### config.mk
export PLATFORM = sky130hd
export DESIGN_NAME = cmd_uart_top
export DESIGN_NICKNAME = d
export VERILOG_FILES = /design/src/common/cmd_uart_pkg.sv /design/src/hw/cmd_ctrl.sv /design/src/hw/cmd_uart_top.sv /design/src/uart/uart_rx.sv /design/src/uart/uart_tx.sv
export VERILOG_INCLUDE_DIRS = /design/src /design/src/common
export SDC_FILE = /design/constraint.sdc
export NUM_CORES = 1
export LEC_CHECK = 0
export BUFFER_PORTS_ARGS = -buffer_cell sky130_fd_sc_hd__buf_2
export CAP_MARGIN = 10
export CORE_MARGIN = 8
export CORE_UTILIZATION = 31
export CTS_BUF_LIST = sky130_fd_sc_hd__clkbuf_4
export CTS_CLUSTER_SIZE = 28
export DETAILED_ROUTE_END_ITERATION = 10
export PLACE_DENSITY = 0.5
export SYNTH_ARGS = -nofsm -noshare
export SYNTH_HDL_FRONTEND = slang
export SYNTH_HIERARCHICAL = 1
export SYNTH_SLANG_ARGS = --single-unit
### constraint.sdc
create_clock -name clk -period 5.9 [get_ports clk]
set_input_delay 0.59 -clock clk [delete_from_list [all_inputs] [get_ports clk]]
set_output_delay 0.59 -clock clk [all_outputs]
set_load 0.03 [all_outputs]
### src/common/cmd_uart_config.svh
`ifndef CMD_UART_CONFIG_SVH
`define CMD_UART_CONFIG_SVH

// clock cycles per serial bit, 434 for 50 MHz at 115200 baud
`define CMD_UART_CLKS_PER_BIT 16

// idle cycles on tx between the low and high command frames
`define CMD_UART_FRAME_GAP 100

// cycles to wait for a reply start bit, counted from rx_en rising
`define CMD_UART_RESP_TIMEOUT (64 * `CMD_UART_CLKS_PER_BIT)

`endif

### src/common/cmd_uart_pkg.sv
package cmd_uart_pkg;

  typedef logic [7:0] uart_byte_t;

  // bit 15 write flag, 14:8 register address, 7:0 write data
  typedef struct packed {
    logic       wr;
    logic [6:0] addr;
    uart_byte_t data;
  } cmd_word_t;

  typedef enum logic [1:0] {
    RSP_OK         = 2'd0,
    RSP_PARITY_ERR = 2'd1,
    RSP_FRAME_ERR  = 2'd2,
    RSP_TIMEOUT    = 2'd3
  } rsp_status_t;

  // odd parity bit, data plus parity carries an odd count of ones
  function automatic logic odd_parity(input uart_byte_t b);
    return ~^b;
  endfunction

endpackage

### src/hw/cmd_ctrl.sv
`timescale 1ns/100ps
`include "cmd_uart_config.svh"

module cmd_ctrl (
  input  logic                      clk,
  input  logic                      rst_n,
  input  cmd_uart_pkg::cmd_word_t   cmd_in,
  input  logic                      cmd_vld,
  input  logic                      tx_busy,
  input  logic                      tx_done,
  input  logic                      rx_start_seen,
  input  logic                      rx_valid,
  input  cmd_uart_pkg::uart_byte_t  rx_byte,
  input  logic                      rx_parity_err,
  input  logic                      rx_frame_err,
  output logic                      cmd_rdy,
  output logic                      tx_start,
  output cmd_uart_pkg::uart_byte_t  tx_byte,
  output logic                      rx_en,
  output logic                      rsp_valid,
  output cmd_uart_pkg::uart_byte_t  rsp_data,
  output cmd_uart_pkg::rsp_status_t rsp_status
);
  import cmd_uart_pkg::*;

  localparam int GAP     = `CMD_UART_FRAME_GAP;
  localparam int TIMEOUT = `CMD_UART_RESP_TIMEOUT;
  localparam int CNT_MAX = (TIMEOUT > GAP) ? TIMEOUT : GAP;
  localparam int CNT_W   = $clog2(CNT_MAX + 1);

  localparam logic [CNT_W-1:0] GAP_LAST     = CNT_W'(GAP - 1);
  localparam logic [CNT_W-1:0] TIMEOUT_LAST = CNT_W'(TIMEOUT - 1);

  typedef enum logic [2:0] {
    S_IDLE,
    S_SEND_LO,
    S_GAP,
    S_SEND_HI,
    S_WAIT_RSP,
    S_RESPOND
  } state_t;

  state_t           state;
  cmd_word_t        cmd_buf;
  logic [CNT_W-1:0] cnt;      // gap and reply timeout share this
  logic             started;  // reply start bit confirmed
  logic             accept;
  logic             timed_out;

  assign cmd_rdy   = (state == S_IDLE) || (state == S_RESPOND);
  assign accept    = cmd_vld && cmd_rdy;
  assign rx_en     = (state == S_WAIT_RSP);
  assign rsp_valid = (state == S_RESPOND);
  assign tx_byte   = (state == S_SEND_HI) ? {cmd_buf.wr, cmd_buf.addr} : cmd_buf.data;
  assign timed_out = !started && !rx_start_seen && (cnt == TIMEOUT_LAST);

  always_ff @(posedge clk or negedge rst_n)
  begin
    if (!rst_n)
    begin
      state    <= S_IDLE;
      tx_start <= 1'b0;
      cnt      <= '0;
      started  <= 1'b0;
    end
    else
    begin
      tx_start <= 1'b0;
      case (state)
        S_IDLE, S_RESPOND:
          if (accept)
          begin
            state    <= S_SEND_LO;
            tx_start <= 1'b1;
          end
          else
            state <= S_IDLE;
        S_SEND_LO:
          if (tx_done)
          begin
            state <= S_GAP;
            cnt   <= CNT_W'(1);  // first gap cycle follows tx_done
          end
        S_GAP:
          if (cnt == GAP_LAST)
          begin
            state    <= S_SEND_HI;
            tx_start <= 1'b1;
          end
          else
            cnt <= cnt + CNT_W'(1);
        S_SEND_HI:
          if (tx_done)
          begin
            if (cmd_buf.wr)
              state <= S_IDLE;  // writes get no reply
            else
            begin
              state   <= S_WAIT_RSP;
              cnt     <= '0;
              started <= 1'b0;
            end
          end
        S_WAIT_RSP:
        begin
          if (rx_start_seen)
            started <= 1'b1;
          if (rx_valid || timed_out)
            state <= S_RESPOND;
          else if (!started)
            cnt <= cnt + CNT_W'(1);
        end
        default:
          state <= S_IDLE;
      endcase
    end
  end

  always_ff @(posedge clk)
  begin
    if (accept)
      cmd_buf <= cmd_in;
    if (state == S_WAIT_RSP)
    begin
      if (timed_out)
      begin
        rsp_data   <= '0;
        rsp_status <= RSP_TIMEOUT;
      end
      else if (rx_valid)
      begin
        rsp_data <= rx_byte;
        if (rx_parity_err)
          rsp_status <= RSP_PARITY_ERR;  // parity wins over framing
        else if (rx_frame_err)
          rsp_status <= RSP_FRAME_ERR;
        else
          rsp_status <= RSP_OK;
      end
    end
  end

  // gap must cover the tail of the first frame
  assert property (@(posedge clk) disable iff (!rst_n) tx_start |-> !tx_busy)
    else $error("tx_start while transmitter busy");

  assert property (@(posedge clk) disable iff (!rst_n) rsp_valid |=> !rsp_valid)
    else $error("rsp_valid longer than one cycle");

endmodule

### src/hw/cmd_uart_top.sv
`timescale 1ns/100ps

module cmd_uart_top (
  input  logic                      clk,
  input  logic                      rst_n,
  input  cmd_uart_pkg::cmd_word_t   cmd_in,
  input  logic                      cmd_vld,
  output logic                      cmd_rdy,
  output logic                      rsp_valid,
  output cmd_uart_pkg::uart_byte_t  rsp_data,
  output cmd_uart_pkg::rsp_status_t rsp_status,
  output logic                      tx,
  input  logic                      rx
);
  import cmd_uart_pkg::*;

  logic       tx_start;
  uart_byte_t tx_byte;
  logic       tx_busy;
  logic       tx_done;
  logic       rx_en;
  logic       rx_start_seen;
  logic       rx_valid;
  uart_byte_t rx_byte;
  logic       rx_parity_err;
  logic       rx_frame_err;

  cmd_ctrl u_ctrl (
    .clk           (clk),
    .rst_n         (rst_n),
    .cmd_in        (cmd_in),
    .cmd_vld       (cmd_vld),
    .tx_busy       (tx_busy),
    .tx_done       (tx_done),
    .rx_start_seen (rx_start_seen),
    .rx_valid      (rx_valid),
    .rx_byte       (rx_byte),
    .rx_parity_err (rx_parity_err),
    .rx_frame_err  (rx_frame_err),
    .cmd_rdy       (cmd_rdy),
    .tx_start      (tx_start),
    .tx_byte       (tx_byte),
    .rx_en         (rx_en),
    .rsp_valid     (rsp_valid),
    .rsp_data      (rsp_data),
    .rsp_status    (rsp_status)
  );

  uart_tx u_tx (
    .clk      (clk),
    .rst_n    (rst_n),
    .tx_start (tx_start),
    .tx_byte  (tx_byte),
    .tx       (tx),
    .tx_busy  (tx_busy),
    .tx_done  (tx_done)
  );

  uart_rx u_rx (
    .clk           (clk),
    .rst_n         (rst_n),
    .rx            (rx),
    .rx_en         (rx_en),
    .rx_start_seen (rx_start_seen),
    .rx_valid      (rx_valid),
    .rx_byte       (rx_byte),
    .rx_parity_err (rx_parity_err),
    .rx_frame_err  (rx_frame_err)
  );

endmodule

### src/uart/uart_rx.sv
`timescale 1ns/100ps
`include "cmd_uart_config.svh"

module uart_rx (
  input  logic                     clk,
  input  logic                     rst_n,
  input  logic                     rx,
  input  logic                     rx_en,
  output logic                     rx_start_seen,
  output logic                     rx_valid,
  output cmd_uart_pkg::uart_byte_t rx_byte,
  output logic                     rx_parity_err,
  output logic                     rx_frame_err
);
  import cmd_uart_pkg::*;

  localparam int CPB   = `CMD_UART_CLKS_PER_BIT;
  localparam int CNT_W = $clog2(CPB);

  localparam logic [CNT_W-1:0] BIT_LAST  = CNT_W'(CPB - 1);
  localparam logic [CNT_W-1:0] HALF_LAST = CNT_W'(CPB / 2 - 1);

  typedef enum logic [2:0] {
    RX_IDLE,
    RX_START,
    RX_DATA,
    RX_PARITY,
    RX_STOP
  } rx_state_t;

  rx_state_t        state;
  logic             rx_meta;
  logic             rx_sync;
  logic             rx_prev;
  logic [CNT_W-1:0] clk_cnt;
  logic [2:0]       bit_idx;
  logic             par_bit;
  logic             fall;
  logic             bit_end;

  assign fall    = rx_prev && !rx_sync;
  assign bit_end = (clk_cnt == BIT_LAST);

  // two flops against metastability, third one for edge detect
  always_ff @(posedge clk or negedge rst_n)
  begin
    if (!rst_n)
    begin
      rx_meta <= 1'b1;
      rx_sync <= 1'b1;
      rx_prev <= 1'b1;
    end
    else
    begin
      rx_meta <= rx;
      rx_sync <= rx_meta;
      rx_prev <= rx_sync;
    end
  end

  always_ff @(posedge clk or negedge rst_n)
  begin
    if (!rst_n)
    begin
      state         <= RX_IDLE;
      clk_cnt       <= '0;
      bit_idx       <= '0;
      rx_start_seen <= 1'b0;
      rx_valid      <= 1'b0;
    end
    else
    begin
      rx_start_seen <= 1'b0;
      rx_valid      <= 1'b0;
      if (!rx_en)
        state <= RX_IDLE;
      else
      begin
        case (state)
          RX_IDLE:
            if (fall)
            begin
              state   <= RX_START;
              clk_cnt <= '0;
            end
          RX_START:
            if (clk_cnt == HALF_LAST)
            begin
              clk_cnt <= '0;
              if (!rx_sync)
              begin
                state         <= RX_DATA;
                bit_idx       <= '0;
                rx_start_seen <= 1'b1;
              end
              else
                state <= RX_IDLE;  // glitch, not a start bit
            end
            else
              clk_cnt <= clk_cnt + CNT_W'(1);
          RX_DATA:
            if (bit_end)
            begin
              clk_cnt <= '0;
              if (bit_idx == 3'd7)
                state <= RX_PARITY;
              else
                bit_idx <= bit_idx + 3'd1;
            end
            else
              clk_cnt <= clk_cnt + CNT_W'(1);
          RX_PARITY:
            if (bit_end)
            begin
              clk_cnt <= '0;
              state   <= RX_STOP;
            end
            else
              clk_cnt <= clk_cnt + CNT_W'(1);
          RX_STOP:
            if (bit_end)
            begin
              clk_cnt  <= '0;
              state    <= RX_IDLE;
              rx_valid <= 1'b1;
            end
            else
              clk_cnt <= clk_cnt + CNT_W'(1);
          default:
            state <= RX_IDLE;
        endcase
      end
    end
  end

  // mid-bit samples, lsb first
  always_ff @(posedge clk)
  begin
    if (rx_en && bit_end)
    begin
      case (state)
        RX_DATA:
          rx_byte <= {rx_sync, rx_byte[7:1]};
        RX_PARITY:
          par_bit <= rx_sync;
        RX_STOP:
        begin
          rx_parity_err <= (odd_parity(rx_byte) != par_bit);
          rx_frame_err  <= !rx_sync;  // stop bit must be high
        end
        default:
          par_bit <= par_bit;
      endcase
    end
  end

  assert property (@(posedge clk) disable iff (!rst_n) rx_valid |=> !rx_valid)
    else $error("rx_valid longer than one cycle");

endmodule

### src/uart/uart_tx.sv
`timescale 1ns/100ps
`include "cmd_uart_config.svh"

module uart_tx (
  input  logic                     clk,
  input  logic                     rst_n,
  input  logic                     tx_start,
  input  cmd_uart_pkg::uart_byte_t tx_byte,
  output logic                     tx,
  output logic                     tx_busy,
  output logic                     tx_done
);
  import cmd_uart_pkg::*;

  localparam int CPB   = `CMD_UART_CLKS_PER_BIT;
  localparam int CNT_W = $clog2(CPB);

  localparam logic [CNT_W-1:0] BIT_LAST = CNT_W'(CPB - 1);
  localparam logic [3:0]       STOP_IDX = 4'd10;

  logic [CNT_W-1:0] clk_cnt;
  logic [3:0]       bit_idx;  // 0 start, 1..8 data, 9 parity, 10 stop
  logic [9:0]       shreg;    // data, parity, stop still to send
  logic             bit_end;

  assign bit_end = (clk_cnt == BIT_LAST);
  assign tx_done = tx_busy && bit_end && (bit_idx == STOP_IDX);

  always_ff @(posedge clk)
  begin
    if (tx_start && !tx_busy)
      shreg <= {1'b1, odd_parity(tx_byte), tx_byte};
    else if (tx_busy && bit_end)
      shreg <= {1'b1, shreg[9:1]};
  end

  always_ff @(posedge clk or negedge rst_n)
  begin
    if (!rst_n)
    begin
      tx      <= 1'b1;
      tx_busy <= 1'b0;
      clk_cnt <= '0;
      bit_idx <= '0;
    end
    else if (!tx_busy)
    begin
      if (tx_start)
      begin
        tx      <= 1'b0;  // start bit
        tx_busy <= 1'b1;
        clk_cnt <= '0;
        bit_idx <= '0;
      end
    end
    else if (bit_end)
    begin
      clk_cnt <= '0;
      if (bit_idx == STOP_IDX)
      begin
        tx      <= 1'b1;
        tx_busy <= 1'b0;
      end
      else
      begin
        tx      <= shreg[0];
        bit_idx <= bit_idx + 4'd1;
      end
    end
    else
      clk_cnt <= clk_cnt + CNT_W'(1);
  end

  assert property (@(posedge clk) disable iff (!rst_n) !tx_busy |-> tx)
    else $error("tx low outside a frame");

endmodule
Word-level counts from Yosys, hierarchy flattened
Index checks and enable logic that the tools add are counted.
Word-level totals
  input bits: 20
  register bits: 87
  word-level logic and storage cells: 176
  output and inout bits: 13
Operators by class
  muxes and demuxes: 67
  equality and inequality tests: 39
  add/sub/neg operators: 5
  reductions and logical operators: 39
Operator list (count)
  2-to-1 mux 11 bit: 6
  2-to-1 mux 3 bit: 16
  one-hot mux 11 bit (4 select lines): 1
  2-to-1 mux 4 bit: 9
  one-hot mux 3 bit (5 select lines): 2
  != test 2 bit (second input constant): 12
  2-to-1 mux 1 bit: 21
  2-to-1 mux 9 bit: 2
  != test 3 bit (second input constant): 6
  2-to-1 mux 8 bit: 2
  XNOR reduction 8 bit: 2
  adder 4 x 1 -> 4 bit (second input constant): 3
  == test 3 x 2 -> 1 bit (second input constant): 4
  == test 3 bit (second input constant): 4
  == test 4 bit (second input constant): 3
  one-hot mux 4 bit (3 select lines): 1
  AND reduction 6 bit: 2
  adder 11 x 1 -> 11 bit (second input constant): 1
  == test 11 x 10 -> 1 bit (second input constant): 1
  == test 11 x 7 -> 1 bit (second input constant): 1
  AND reduction 2 bit: 5
  nonzero test 2 bit: 5
  logical AND 1 bit: 8
  2-to-1 mux 2 bit: 4
  other kinds (17): 29

Logic depth before layout (Yosys ltp)
  word-level depth: 6
  depth in mapped cells: 10
  depth with buffers taken out: 9

By module
The synthesis kept the hierarchy.
By module, submodules not included
  cmd_ctrl: sequential area each 1181.1 sq um, area each 2026.9 sq um, cells each 166, instances 1
  uart_rx: sequential area each 709.4 sq um, area each 1253.7 sq um, cells each 103, instances 1
  uart_tx: sequential area each 521.8 sq um, area each 993.5 sq um, cells each 94, instances 1

Worst setup path after synthesis
No wires, ideal clock.
  path type: register to register
  from: reg u_ctrl.state[1]
  to: reg u_rx.rx_byte[0], enable pin
  arrival time: 1.883 ns
  stages on the path, launching flop included: 6
  clock period less this slack: 2.266 ns
  library setup time: 0.383 ns
  path slack: 3.634 ns
  buffers on the path: 1
  required time: 5.517 ns
  path through: dfrtp_1 buf_2 or3b_1 inv_1 nand4_1 nor3_1
Between the ends
  cells in the longest elaborated chain, start to end: 3
RTL lines
  start, declared: line cmd_ctrl.sv:43  | state_t state;
  start signal, assigned: line cmd_ctrl.sv:61  | state <= S_IDLE;
  start signal, assigned: line cmd_ctrl.sv:73  | state <= S_SEND_LO;
  start signal, assigned: line cmd_ctrl.sv:77  | state <= S_IDLE;
  == test 3 bit: line cmd_ctrl.sv:52  | assign rx_en = (state == S_WAIT_RSP);
  via rx_en: line cmd_uart_top.sv:21  | logic rx_en;
  logical AND 1 bit: line uart_rx.sv:139  | if (rx_en && bit_end)
  AND reduction 2 bit (no source line)
  end signal, assigned: line uart_rx.sv:143  | rx_byte <= {rx_sync, rx_byte[7:1]};
  end, declared: line uart_rx.sv:11  | output cmd_uart_pkg::uart_byte_t rx_byte,
The timed path passes the listed nets, and every way through them passes these cells.
A chain may end at the register's enable or synchronous reset.

Final worst setup path
  from: reg u_ctrl.cnt[0]
  to: reg u_ctrl.cnt[7]
Between the ends
  cells in the longest elaborated chain, start to end: 5
  elaborated cells between the ends (all ways): 12
  classes of those cells: add/sub (1); eq/ne (4); mux (4); reduce/logical (3)
RTL lines
  start, declared: line cmd_ctrl.sv:45  | logic [CNT_W-1:0] cnt;
  start signal, assigned: line cmd_ctrl.sv:91  | cnt <= cnt + CNT_W'(1);
  start signal, assigned: line cmd_ctrl.sv:111  | cnt <= cnt + CNT_W'(1);
  parallel branches: the longest is 5 deep, another holds adder 11 x 1 -> 11 bit
Parallel ways; which one is timed is not known. The select of a mux whose other input is x is not followed.

==> results.cfg <==
[detailed_routing]
routed_wl_um = 7920
ant_nets = 0
route.detailed.drc = 0
first_pass_iters = 4
via_count = 2725
drt-wirelength-per-cell_um = 13.7
drt_iter0_drc = 148
post_drt_via_cell_ratio = 4.71

[worst_setup_path]
slowest_delay_ns = 0.70
crit_arrival_ns = 3.11
crit_fanout = 22
worstSetupStartpointType = flip-flop
crit_required_ns = 6.22
critical_path_class = reg -> reg
worstPathCellList = ha_1 -> nand4_1 -> nor4_4 -> o21a_1 -> or2_1 -> o41ai_1
crit_family = simple AND/OR/NAND/NOR gates
cpMaxStageDelayCell = o21a_1
crit_path_end_kind = flip-flop
crit_buf_inv = 0

[clock_network]
numCtsBuffers = 9
cts.sinks = 87
hold_buffers = 0
cts-root-buf = clkbuf_4
clock_latency_ns = 0.44
cts_buffer_depth = 2
path_clk_slew_ns = 0.12
cts_resized = 0
cts_tree = yes
post_cts_buffers = 0
cts_max_level = 3

[sta]
hold_slack_ns = 0.239
relSlewSlack_pct = 28.4
period_needed_ns = 2.79
worstMarginPinSlew_ns = 1.07
fin_ws_ns = 3.11
setup_tns_ns = 0
hold_viol = 0
fin_crit_sh_pct = 47.3
skew_ns = 0.0105
setup_viol = 0
drv_slew = 0
rsz0062_at_grt = false
fmax_ghz = 0.358

[logic_synthesis]
ys_seq_elements = 87
synth_ff_type = edfxtp_1
synth.area.top_cells = edfxtp_1 32%, dfrtp_1 22%, nand2_1 3.7%, xnor2_1 3.1%, mux2_2 2.6%
syn_avg_cell_area_um2 = 11.8
async_reset_ff_share_pct = 47.1
postSynthCellCount = 363
yosysTopAreaCell = edfxtp_1
synth_seq_area_share_pct = 56.4
synth-edff-count = 46
yosysWarnings = 6
synth_cell_types = 63
syn_nets = 390
synth_area_um2 = 4270
synth.top_cell.area_share_pct = 32.3

[place]
post-place-ws_ns = 3.10
hpwl_um = 5630
io_buffer_count = 32
gp_congestion = 0.789

[global_route]
grt_max_degree = 42
grt_pass1_vias = 2758
grt_pass1_wl_um = 13800
antenna_found_initial = 1
grtUsageTotal_pct = 9.63
grt_overflow = 0

[cells_and_area]
fin_nets = 419
fin_util_pct = 34.2
drive_above_1_share_pct = 21.7
area_delta_synth_final_pct = 9.22
n_fill_cell = 1384

[pwr]
pwr-share-comb_pct = 5.1
pwr-share-clk_pct = 29.0
p_switching_mw = 0.228
vdd_drop_max_uv = 69.7
total_power_mw = 1.00
switching_share_pct = 22.7
p_leak_nw = 1.84
p_per_area_nw_per_um2 = 215
seqPwrFrac_pct = 65.9
p_int_mw = 0.776

[floorplan]
io_pins = 33
num_rows = 43
initial_core_util_pct = 31.3
dieArea_um2 = 17800
fp.dieH_um = 133
coreArea_um2 = 13700
die_x_um = 133

[run_status]
outcome = finished clean

[min_path]
holdCritPathClass = in -> reg

[flow_run]
cap_violations = 0
cell families (layout without fill, tap and decap cells):
family                   after synthesis  count (layout)  share of synthesized area, %
multiplexers                          14              14                          3.57
XOR/XNOR                              23              23                          4.89
flip-flops                            87              87                          56.4
other                                  0               1                             0
adder cells (fa/ha/maj)                7               7                          2.05
buffers and inverters                 26              60                          3.45
AO/OA/AOI/OAI                         66              66                          11.7
AND/OR/NAND/NOR                      140             140                          17.9
layout make-up:
cell class	count	area (um^2)	area share, %
flip-flops and latches	87	2410	51.7
multi-input cells	250	1710	36.7
well taps	180	225	4.82
repair buffers	32	160	3.43
clock buffers	13	97.6	2.09
inverters	12	45.0	0.965
clock inverters	3	11.3	0.241
diodes	1	2.50	0.0536
path summary, 6_finish.rpt:
kind	slack (ns)	end	cells past startpoint	startpoint
setup / recovery	3.11	u_ctrl/cnt[7]	6	u_ctrl/cnt[0]
hold / removal	0.24	u_rx/rx_meta	1	rx
setup reg to reg	3.11	u_ctrl/cnt[7]	6	u_ctrl/cnt[0]
hold reg to reg	0.36	u_rx/rx_sync	0	u_rx/rx_meta
max in group asynchronous	5.04	u_rx/state[2]	1	rst_n
min in group asynchronous	0.27	u_tx/clk_cnt[2]	1	rst_n
per-layer routing:
layer  part of all wire [%]  up-vias  global-route usage, %  routed length, um
met5                      0        -                      0                  0
met1                     47     1315                   12.3               3710
met4                    2.4        0                   4.99                188
met2                     48       26                   14.4               3780
met3                    3.2       12                   2.90                251
li1                       -     1372                      -                  -
state kept, by name, indices dropped and copies added (netlist names), 3 cells and up:
signal / flops
u_tx/shreg: 9
u_rx/rx_byte: 8
u_rx/bit_idx: 3
u_ctrl/state: 3
u_ctrl/cnt: 11
u_rx/clk_cnt: 4
u_rx/state: 3
u_tx/clk_cnt: 4
u_ctrl/cmd_buf: 16
u_ctrl/rsp_data: 8
u_tx/bit_idx: 4
cell usage in the layout, fill, tap and decap left out, types with 5 or more instances in the layout:
master	instances
nand2_1	42
xor2_1	7
clkbuf_4	13
buf_2	32
inv_1	12
ha_1	7
nor3_1	5
nor2b_1	11
mux2_2	10
edfxtp_1	46
nor2_1	25
xnor2_1	15
or3_1	5
a21oi_1	5
o21ai_0	15
nand3_1	11
nand2b_1	8
o31ai_1	9
dfrtp_1	37
stage by stage:
stage,instances,cell area [um^2]
after CTS,577,4670
after floorplan,363,4270
final,578,4670
after global routing,578,4670
after global placement,561,4560
after detailed placement,561,4560
power by group through the flow:
| stage | Clock, mW | Combinational, mW | Sequential, mW |
|---|---|---|---|
| floorplan | 0 | 0.0380 | 0.669 |
| global placement | 0 | 0.0525 | 0.674 |
| detailed placement | 0 | 0.0531 | 0.675 |
| CTS | 0.315 | 0.0533 | 0.662 |
| global route | 0.332 | 0.0583 | 0.664 |
| finish | 0.292 | 0.0515 | 0.662 |
Yosys cell counts, drive strengths merged, types with 2 or more instances:
master	count
nand3	11
or3	5
edfxtp	46
mux2i	4
buf	12
and3	3
inv	12
nor2b	11
nor3	7
and2	2
or3b	2
xnor2	16
o221a	2
ha	7
dfstp	4
nor4	3
o41ai	4
or2	5
a22o	2
nand4	4
a21o	3
a31o	3
a211oi	2
nor2	25
nand3b	4
nand2	42
dfrtp	37
mux2	10
nand2b	10
o21ai	23
clkbuf	2
xor2	7
o21a	4
o31ai	9
or4	2
a21oi	5
No activity file was read; power rests on OpenSTA's default activity.
